File: config.mk
export PLATFORM = sky130hd
export DESIGN_NAME = stepper_top
export DESIGN_NICKNAME = d
export VERILOG_FILES = /design/src/stepper_pkg.sv /design/src/stepper_top.sv /design/src/current_pwm.sv /design/src/phase_sequencer.sv /design/src/step_timer.sv /design/src/move_fsm.sv /design/src/axil_regs.sv
export VERILOG_INCLUDE_DIRS = /design/src /design/src/src
export SDC_FILE = /design/constraint.sdc
export NUM_CORES = 1
export LEC_CHECK = 0
export BUFFER_PORTS_ARGS = -buffer_cell sky130_fd_sc_hd__buf_2
export CAP_MARGIN = 15
export CORE_MARGIN = 2
export CORE_UTILIZATION = 25
export CTS_CLUSTER_DIAMETER = 40
export DETAILED_ROUTE_END_ITERATION = 10
export SLEW_MARGIN = 20
export SYNTH_ARGS = -nofsm -noshare
export SYNTH_HDL_FRONTEND = slang
export SYNTH_SLANG_ARGS = --single-unit
File: constraint.sdc
create_clock -name step -period 2.5 [get_ports step]
set_input_delay 0.25 -clock step [delete_from_list [all_inputs] [get_ports step]]
set_output_delay 0.25 -clock step [all_outputs]
set_load 0.005 [all_outputs]
File: src/stepper_params.svh
`ifndef STEPPER_PARAMS_SVH
`define STEPPER_PARAMS_SVH

// AXI4-Lite bus widths
`define STP_ADDR_W   5
`define STP_DATA_W   32

// Datapath widths
`define STP_PERIOD_W 16   // Cycles per step
`define STP_COUNT_W  16   // Steps per move
`define STP_DUTY_W   8    // Coil current PWM duty

// Register map, byte offsets
`define STP_REG_CTRL    5'h00  // enable, dir, microstep mode
`define STP_REG_PERIOD  5'h04
`define STP_REG_COUNT   5'h08  // Write starts a move
`define STP_REG_STATUS  5'h0C  // Read only
`define STP_REG_CURRENT 5'h10

// Response codes
`define STP_RESP_OKAY   2'b00
`define STP_RESP_SLVERR 2'b10

`endif
File: src/stepper_pkg.sv
`default_nettype none

package stepper_pkg;

  // Move controller states
  typedef enum logic {
    IDLE = 1'b0,  // Waiting for a start
    RUN  = 1'b1   // Stepping down the count
  } move_state_t;

  // One pattern on the dual H-bridge inputs, a1 in bit 0
  typedef struct packed {
    logic b2;
    logic b1;
    logic a2;
    logic a1;
  } coil_t;

  // Microstep mode, phase increment 4, 2 or 1
  // Code 3 behaves like QUARTER_TABLE
  typedef enum logic [1:0] {
    FULL          = 2'd0,
    HALF          = 2'd1,
    QUARTER_TABLE = 2'd2
  } ustep_t;

endpackage

`default_nettype wire

File: src/stepper_top.sv
`timescale 1ns/1ps
`default_nettype none
`include "stepper_params.svh"

module stepper_top import stepper_pkg::*; (
  input  wire                     step,
  input  wire                     arst_n,
  input  wire [`STP_ADDR_W-1:0]   s_awaddr,
  input  wire                     s_awvalid,
  output logic                    s_awready,
  input  wire [`STP_DATA_W-1:0]   s_wdata,
  input  wire                     s_wvalid,
  output logic                    s_wready,
  output logic [1:0]              s_bresp,
  output logic                    s_bvalid,
  input  wire                     s_bready,
  input  wire [`STP_ADDR_W-1:0]   s_araddr,
  input  wire                     s_arvalid,
  output logic                    s_arready,
  output logic [`STP_DATA_W-1:0]  s_rdata,
  output logic [1:0]              s_rresp,
  output logic                    s_rvalid,
  input  wire                     s_rready,
  // Dual H-bridge inputs and current references
  output logic                    phase_a1,
  output logic                    phase_a2,
  output logic                    phase_b1,
  output logic                    phase_b2,
  output logic                    vref_a,
  output logic                    vref_b
);

  logic                     enable;
  logic                     dir;
  ustep_t                   ustep;
  logic [`STP_PERIOD_W-1:0] period;
  logic [`STP_DUTY_W-1:0]   duty;
  logic                     move_start;
  logic [`STP_COUNT_W-1:0]  move_count;
  logic                     busy;
  logic                     done;
  logic [`STP_COUNT_W-1:0]  remaining;
  logic [2:0]               phase_idx;
  logic                     run;
  logic                     step_tick;
  logic                     step_adv;
  coil_t                    coil;  // Bridge pattern gathered from the sequencer

  axil_regs axil_regs_i (
    .step(step), .arst_n(arst_n),
    .s_awaddr(s_awaddr), .s_awvalid(s_awvalid), .s_awready(s_awready),
    .s_wdata(s_wdata), .s_wvalid(s_wvalid), .s_wready(s_wready),
    .s_bresp(s_bresp), .s_bvalid(s_bvalid), .s_bready(s_bready),
    .s_araddr(s_araddr), .s_arvalid(s_arvalid), .s_arready(s_arready),
    .s_rdata(s_rdata), .s_rresp(s_rresp), .s_rvalid(s_rvalid), .s_rready(s_rready),
    .busy(busy), .done(done), .remaining(remaining), .phase_idx(phase_idx),
    .enable(enable), .dir(dir), .ustep(ustep), .period(period), .duty(duty),
    .move_start(move_start), .move_count(move_count)
  );

  move_fsm move_fsm_i (
    .step(step), .arst_n(arst_n),
    .move_start(move_start), .move_count(move_count),
    .enable(enable), .step_tick(step_tick),
    .run(run), .step_adv(step_adv),
    .busy(busy), .done(done), .remaining(remaining)
  );

  step_timer step_timer_i (
    .step(step), .arst_n(arst_n),
    .run(run), .period(period), .step_tick(step_tick)
  );

  phase_sequencer phase_sequencer_i (
    .step(step), .arst_n(arst_n),
    .step_adv(step_adv), .dir(dir), .ustep(ustep), .enable(enable),
    .phase_a1(coil.a1), .phase_a2(coil.a2),
    .phase_b1(coil.b1), .phase_b2(coil.b2),
    .phase_idx(phase_idx)
  );

  // Both references share one duty, counters run apart
  current_pwm pwm_a (.step(step), .arst_n(arst_n), .duty(duty), .pwm(vref_a));
  current_pwm pwm_b (.step(step), .arst_n(arst_n), .duty(duty), .pwm(vref_b));

  assign phase_a1 = coil.a1;
  assign phase_a2 = coil.a2;
  assign phase_b1 = coil.b1;
  assign phase_b2 = coil.b2;

endmodule

`default_nettype wire

File: src/current_pwm.sv
`timescale 1ns/1ps
`default_nettype none
`include "stepper_params.svh"

module current_pwm (
  input  wire                    step,
  input  wire                    arst_n,
  input  wire [`STP_DUTY_W-1:0]  duty,  // High cycles per 256
  output logic                   pwm
);

  logic [`STP_DUTY_W-1:0] cnt;  // Free-running, wraps every 256

  always_ff @(posedge step or negedge arst_n) begin
    if (!arst_n) begin
      cnt <= '0;
      pwm <= 1'b0;
    end else begin
      cnt <= cnt + 1'b1;
      pwm <= (cnt < duty);  // Exactly duty highs per wrap
    end
  end

endmodule

`default_nettype wire

File: src/phase_sequencer.sv
`timescale 1ns/1ps
`default_nettype none

module phase_sequencer import stepper_pkg::*; (
  input  wire        step,
  input  wire        arst_n,
  input  wire        step_adv,  // One pulse per step
  input  wire        dir,       // 1 walks up the table
  input  ustep_t     ustep,
  input  wire        enable,
  output logic       phase_a1,
  output logic       phase_a2,
  output logic       phase_b1,
  output logic       phase_b2,
  output logic [2:0] phase_idx
);

  logic [2:0] inc;
  logic [2:0] idx_next;
  coil_t      coil_next;
  coil_t      coil_q;

  // Fixed eight-entry coil pattern table
  function automatic coil_t coil_lookup(input logic [2:0] idx);
    case (idx)
      3'd0:    coil_lookup = 4'b1010;
      3'd1:    coil_lookup = 4'b0010;
      3'd2:    coil_lookup = 4'b0110;
      3'd3:    coil_lookup = 4'b0100;
      3'd4:    coil_lookup = 4'b0101;
      3'd5:    coil_lookup = 4'b0001;
      3'd6:    coil_lookup = 4'b1001;
      default: coil_lookup = 4'b1000;
    endcase
  endfunction

  always_comb begin
    case (ustep)
      FULL:    inc = 3'd4;
      HALF:    inc = 3'd2;
      default: inc = 3'd1;  // Quarter and the spare code
    endcase
  end

  // Index wraps mod 8 by width
  assign idx_next  = !step_adv ? phase_idx :
                     dir       ? phase_idx + inc : phase_idx - inc;
  assign coil_next = coil_lookup(idx_next);  // Pattern for the new index, no extra cycle

  always_ff @(posedge step or negedge arst_n) begin
    if (!arst_n) begin
      phase_idx <= '0;
      coil_q    <= '0;
    end else begin
      phase_idx <= idx_next;
      coil_q    <= enable ? coil_next : '0;  // Bridge off when disabled
    end
  end

  assign phase_a1 = coil_q.a1;
  assign phase_a2 = coil_q.a2;
  assign phase_b1 = coil_q.b1;
  assign phase_b2 = coil_q.b2;

endmodule

`default_nettype wire

File: src/step_timer.sv
`timescale 1ns/1ps
`default_nettype none
`include "stepper_params.svh"

module step_timer (
  input  wire                      step,
  input  wire                      arst_n,
  input  wire                      run,        // Level, high during a move
  input  wire [`STP_PERIOD_W-1:0]  period,
  output logic                     step_tick
);

  logic [`STP_PERIOD_W-1:0] cnt;
  logic [`STP_PERIOD_W-1:0] lim_q;    // Terminal count in use
  logic [`STP_PERIOD_W-1:0] lim_new;  // max(period,1)-1

  assign lim_new = (period == '0) ? '0 : period - 1'b1;

  always_ff @(posedge step or negedge arst_n) begin
    if (!arst_n) begin
      cnt       <= '0;
      lim_q     <= '0;
      step_tick <= 1'b0;
    end else if (!run) begin
      // Held at zero so a new move starts clean
      cnt       <= '0;
      lim_q     <= lim_new;
      step_tick <= 1'b0;
    end else if (cnt == lim_q) begin
      cnt       <= '0;
      lim_q     <= lim_new;  // New period lands on the wrap
      step_tick <= 1'b1;
    end else begin
      cnt       <= cnt + 1'b1;
      step_tick <= 1'b0;
    end
  end

endmodule

`default_nettype wire

File: src/move_fsm.sv
`timescale 1ns/1ps
`default_nettype none
`include "stepper_params.svh"

module move_fsm import stepper_pkg::*; (
  input  wire                     step,
  input  wire                     arst_n,
  input  wire                     move_start,  // Strobe from COUNT write
  input  wire [`STP_COUNT_W-1:0]  move_count,
  input  wire                     enable,
  input  wire                     step_tick,   // Strobe from the timer
  output logic                    run,
  output logic                    step_adv,
  output logic                    busy,
  output logic                    done,
  output logic [`STP_COUNT_W-1:0] remaining
);

  move_state_t state;
  logic        last_step;  // Final tick of the move

  assign run      = (state == RUN);
  assign busy     = run;
  assign step_adv = run & enable & step_tick;  // Same cycle as the tick
  assign last_step = step_adv & (remaining == `STP_COUNT_W'(1));

  always_ff @(posedge step or negedge arst_n) begin
    if (!arst_n) begin
      state     <= IDLE;
      remaining <= '0;
      done      <= 1'b0;
    end else begin
      case (state)
        IDLE: begin
          // Start only when enabled, busy rules it out here already
          if (move_start && enable) begin
            state     <= RUN;
            remaining <= move_count;
            done      <= 1'b0;
          end
        end
        RUN: begin
          if (!enable) begin
            state <= IDLE;  // Abort, done stays low
          end else if (step_adv) begin
            remaining <= remaining - 1'b1;
            if (last_step) begin
              state <= IDLE;
              done  <= 1'b1;  // Same edge busy falls
            end
          end
        end
        default: state <= IDLE;
      endcase
    end
  end

endmodule

`default_nettype wire

File: src/axil_regs.sv
`timescale 1ns/1ps
`default_nettype none
`include "stepper_params.svh"

module axil_regs import stepper_pkg::*; (
  input  wire                     step,
  input  wire                     arst_n,
  // Write address and data
  input  wire [`STP_ADDR_W-1:0]   s_awaddr,
  input  wire                     s_awvalid,
  output logic                    s_awready,
  input  wire [`STP_DATA_W-1:0]   s_wdata,
  input  wire                     s_wvalid,
  output logic                    s_wready,
  // Write response
  output logic [1:0]              s_bresp,
  output logic                    s_bvalid,
  input  wire                     s_bready,
  // Read address and data
  input  wire [`STP_ADDR_W-1:0]   s_araddr,
  input  wire                     s_arvalid,
  output logic                    s_arready,
  output logic [`STP_DATA_W-1:0]  s_rdata,
  output logic [1:0]              s_rresp,
  output logic                    s_rvalid,
  input  wire                     s_rready,
  // Status from the core
  input  wire                     busy,
  input  wire                     done,
  input  wire [`STP_COUNT_W-1:0]  remaining,
  input  wire [2:0]               phase_idx,
  // Control to the core
  output logic                    enable,
  output logic                    dir,
  output ustep_t                  ustep,
  output logic [`STP_PERIOD_W-1:0] period,
  output logic [`STP_DUTY_W-1:0]  duty,
  output logic                    move_start,
  output logic [`STP_COUNT_W-1:0] move_count
);

  logic                    aw_held;   // Address beat taken, waiting for data
  logic                    w_held;    // Data beat taken, waiting for address
  logic [`STP_ADDR_W-1:0]  awaddr_q;
  logic [`STP_DATA_W-1:0]  wdata_q;
  logic                    aw_hs;
  logic                    w_hs;
  logic                    ar_hs;
  logic                    do_write;  // Both beats present this cycle
  logic [`STP_ADDR_W-1:0]  wr_addr;
  logic [`STP_DATA_W-1:0]  wr_data;
  logic [`STP_DATA_W-1:0]  status_word;
  logic [`STP_DATA_W-1:0]  rd_word;

  function automatic logic addr_mapped(input logic [`STP_ADDR_W-1:0] a);
    case (a)
      `STP_REG_CTRL, `STP_REG_PERIOD, `STP_REG_COUNT,
      `STP_REG_STATUS, `STP_REG_CURRENT: addr_mapped = 1'b1;
      default:                           addr_mapped = 1'b0;
    endcase
  endfunction

  assign aw_hs    = s_awvalid & s_awready;
  assign w_hs     = s_wvalid & s_wready;
  assign ar_hs    = s_arvalid & s_arready;
  assign do_write = (aw_held | aw_hs) & (w_held | w_hs);
  assign wr_addr  = aw_hs ? s_awaddr : awaddr_q;  // Bypass a beat arriving now
  assign wr_data  = w_hs ? s_wdata : wdata_q;

  // busy, done, phase index low, steps remaining in the top half
  assign status_word = {remaining, {(`STP_DATA_W - `STP_COUNT_W - 5){1'b0}},
                        phase_idx, done, busy};

  // Beat payloads
  always_ff @(posedge step) begin
    if (aw_hs) awaddr_q <= s_awaddr;
    if (w_hs)  wdata_q  <= s_wdata;
  end

  // Write handshake, ready pulses one cycle per beat
  always_ff @(posedge step or negedge arst_n) begin
    if (!arst_n) begin
      s_awready <= 1'b0;
      s_wready  <= 1'b0;
      aw_held   <= 1'b0;
      w_held    <= 1'b0;
      s_bvalid  <= 1'b0;
      s_bresp   <= `STP_RESP_OKAY;
    end else begin
      s_awready <= s_awvalid & ~s_awready & ~aw_held & ~s_bvalid;
      s_wready  <= s_wvalid & ~s_wready & ~w_held & ~s_bvalid;
      if (do_write) begin
        aw_held <= 1'b0;
        w_held  <= 1'b0;
      end else begin
        if (aw_hs) aw_held <= 1'b1;
        if (w_hs)  w_held  <= 1'b1;
      end
      if (do_write) begin
        s_bvalid <= 1'b1;
        s_bresp  <= addr_mapped(wr_addr) ? `STP_RESP_OKAY : `STP_RESP_SLVERR;
      end else if (s_bready) begin
        s_bvalid <= 1'b0;  // Response taken
      end
    end
  end

  // Control registers
  always_ff @(posedge step or negedge arst_n) begin
    if (!arst_n) begin
      enable     <= 1'b0;
      dir        <= 1'b0;
      ustep      <= FULL;
      period     <= '0;
      duty       <= '0;
      move_count <= '0;
      move_start <= 1'b0;
    end else begin
      move_start <= 1'b0;  // Single-cycle strobe
      if (do_write) begin
        case (wr_addr)
          `STP_REG_CTRL: begin
            enable <= wr_data[0];
            dir    <= wr_data[1];
            ustep  <= ustep_t'(wr_data[3:2]);
          end
          `STP_REG_PERIOD:  period <= wr_data[`STP_PERIOD_W-1:0];
          `STP_REG_COUNT: begin
            move_count <= wr_data[`STP_COUNT_W-1:0];
            move_start <= |wr_data[`STP_COUNT_W-1:0];  // Zero count starts nothing
          end
          `STP_REG_CURRENT: duty <= wr_data[`STP_DUTY_W-1:0];
          default: ;  // STATUS and holes ignore writes
        endcase
      end
    end
  end

  // Read mux
  always_comb begin
    case (s_araddr)
      `STP_REG_CTRL:    rd_word = {{(`STP_DATA_W - 4){1'b0}}, ustep, dir, enable};
      `STP_REG_PERIOD:  rd_word = `STP_DATA_W'(period);
      `STP_REG_COUNT:   rd_word = `STP_DATA_W'(move_count);
      `STP_REG_STATUS:  rd_word = status_word;
      `STP_REG_CURRENT: rd_word = `STP_DATA_W'(duty);
      default:          rd_word = '0;
    endcase
  end

  // Read channel, arready tracks an empty data slot
  always_ff @(posedge step or negedge arst_n) begin
    if (!arst_n) begin
      s_arready <= 1'b0;
      s_rvalid  <= 1'b0;
      s_rdata   <= '0;
      s_rresp   <= `STP_RESP_OKAY;
    end else if (ar_hs) begin
      s_arready <= 1'b0;
      s_rvalid  <= 1'b1;
      s_rdata   <= rd_word;
      s_rresp   <= addr_mapped(s_araddr) ? `STP_RESP_OKAY : `STP_RESP_SLVERR;
    end else if (s_rvalid & s_rready) begin
      s_rvalid  <= 1'b0;
      s_arready <= 1'b1;  // Slot frees this edge
    end else begin
      s_arready <= ~s_rvalid;
    end
  end

endmodule

`default_nettype wire

==> metrics.yaml <==
synth:
  avgSynthCellArea_sq_um: 10.3
  yosysWarningCount: 0
  yosysUniqueCellTypes: 61
  synth-edff-count: 0
  syn-cell-area_sq_um: 8510
  synth-seq-cells: 183
  synth-seq-area-share: 0.526
  synth_cells: 827
  async_flop_share: 0.885
  ys.flop_type: "dfrtp_1"
timing:
  slew_viol_final: 0
  rsz0062_at_grt: "no"
  tns_ns: 0
  timing.fmax_mhz: 441
  setup_viol: 0
  setup_ws_ns: 0.234
  slew_headroom: 0.523
  hold_viol_final: 0
  worst_slew_pin_slew_ns: 0.710
  fin_skew_ns: 0.0161
  finalCritPeriodShare: 0.907
  period_needed_ns: 2.27
global_route:
  antenna_found_initial: 6
  grt_pass1_vias: 6198
  grt_pass1_wl_um: 34900
  grt_use_total: 0.125
  grt_max_degree: 79
  gr-total-overflow: 0
setup_path:
  cp-end-kind: "register"
  start_kind: "register"
  crit_path_cell_trace: "or4_4, or3_1, nor3_2, nor2_1, mux2_2"
  slowest_delay_ns: 0.59
  crit_buf_inv: 0
  worstPathArrival_ns: 2.59
  path_class: "register to register"
  critPathSlowestCell: "or4_4"
  cp_max_fo: 6
  cp.required_ns: 2.83
  path_delay_family: "simple AND/OR/NAND/NOR gates"
flow_run:
  maxCapViolations: 0
finish:
  fin_cells: 1376
  syn2layout_area_growth_pct: 19.3
  final_common_cell: "dfrtp_1"
  multiInputGateArea_sq_um: 3740
  drive_gt1_frac: 0.178
  regArea_sq_um: 4470
  fillers: 3531
  final_cell_mix: "dfrtp_1, nand2_1, buf_2"
  nets: 983
floorplanning:
  start_util: 0.254
  dieArea_sq_um: 35500
  core_sq_um: 33500
  die_width_um: 188
  die-height_um: 188
  rows: 67
  io_pins: 96
placement:
  placed_cells: 1339
  dpl_worst_slack_ns: 0.299
  dp_hpwl_um: 15900
  io_buffers: 77
  gp_congestion: 0.837
drt:
  drc: 0
  wirelength_um: 21200
  vias: 6406
  drt_first_pass_iters: 7
  via_per_inst: 4.66
  drtIter0Drc: 452
  wl_per_cell_um: 15.4
  antenna_left: 0
clocking:
  cts.clk_slew.worst_paths_ns: 0.08
  cts.htree.levels: 4
  cts_tree: "yes"
  clk_latency_ns: 0.45
  cts_root_buf: "clkbuf_16"
  postCtsSetupBuffers: 0
  clock_path_buffers: 2
  numCtsBuffers: 17
  clock_sinks: 183
power_and_ir_drop:
  ir_worst_vdd_uv: 605
  power_density_nw_per_um2: 897
  p_leak_uw: 0.00469
min_path:
  min_path_type: "input pin to register"
run_status:
  status: "completed"
==> metal layers <==
| metal | vias to the layer above | track usage | wire [um] |
|---|---|---|---|
| met5 | - | 0 | 0 |
| met4 | 0 | 0.0331 | 207 |
| met3 | 12 | 0.0346 | 1290 |
| met2 | 167 | 0.178 | 9050 |
| met1 | 3121 | 0.184 | 10700 |
| li1 | 3106 | - | - |
==> registers in the layout, summed over array words and instances, names as in the netlist, 5 cells and up <==
name and flops:
axil_regs_i.awaddr_q 5, axil_regs_i.duty 8, axil_regs_i.move_count 16, axil_regs_i.period 16
axil_regs_i.s_rdata 32, axil_regs_i.wdata_q 16, move_fsm_i.remaining 16, pwm_a.cnt 8
pwm_b.cnt 8, step_timer_i.cnt 16, step_timer_i.lim_q 16
==> worst paths after layout <==
check                                         from                       to  slack [ns]  cells past startpoint
max                          axil_regs_i.period[9]    step_timer_i.lim_q[4]        0.23                      5
min in group asynchronous                   arst_n   axil_regs_i.s_bresp[1]        0.26                      2
min reg2reg                axil_regs_i.s_rdata[12]  axil_regs_i.s_rdata[12]        0.48                      2
min                                       s_rready     axil_regs_i.s_rvalid        0.03                      2
max reg2reg                  axil_regs_i.period[9]    step_timer_i.lim_q[4]        0.23                      5
max in group asynchronous                   arst_n  move_fsm_i.remaining[2]        1.53                      3
==> layout make-up <==
type,count,area share
repair buffers,104,0.0616
clock buffers,17,0.0419
diodes,3,0.000740
multi-input cells,563,0.368
inverters,43,0.0159
well taps,448,0.0553
flip-flops and latches,183,0.441
clock inverters,15,0.0152
==> cells by family after synthesis <==
group	share of synthesized area
flops	0.526
mux	0.0733
other cells	0.000441
xor+xnor	0.0515
fa+ha+maj	0.0332
compound gates	0.130
buf+inv	0.0380
simple gates	0.148
==> what timing repair did <==
item	CTS	global route
resized for setup	0	0
hold buffers	2	0
endpoints found under the hold margin	23	0
endpoints found under the setup margin	0	0
==> where the power goes <==
group,internal (uW),leakage (uW),switching (uW)
Clock,1340,0.000280,1340
Sequential,3520,0.00232,543
Combinational,987,0.00210,1370
Total,5850,0.00469,3250
==> synth_stat cells (6+ instances only) <==
cell	instances	share of area
dfxtp_1	21	0.049
mux2_2	16	0.021
inv_1	43	0.019
xnor2_1	32	0.033
or3_1	6	0.0044
a22o_1	17	0.018
nor4_1	12	0.0088
a22oi_1	9	0.0079
o21ai_0	68	0.040
a21o_1	6	0.0053
nand3_1	24	0.014
nand4_1	10	0.0074
nor3_1	19	0.011
a21oi_1	39	0.023
dfrtp_1	162	0.48
xor2_1	18	0.019
ha_1	21	0.031
nor2_1	62	0.027
clkbuf_1	30	0.013
o22ai_1	11	0.0081
nand2_1	78	0.034
mux2i_1	42	0.049
==> stage by stage <==
stage	instance area [sq um]	hold WS, ns	total power [uW]	utilization
after global placement	9540	0.137	6380	0.284
after detailed placement	9540	0.143	6450	0.284
after floorplan	8510	-0.0456	5540	-
final	10100	0.0291	9100	0.303
after global routing	10100	0.0298	9670	0.303
after CTS	10100	0.00800	9160	0.302
(Power assumes the default switching activity.)
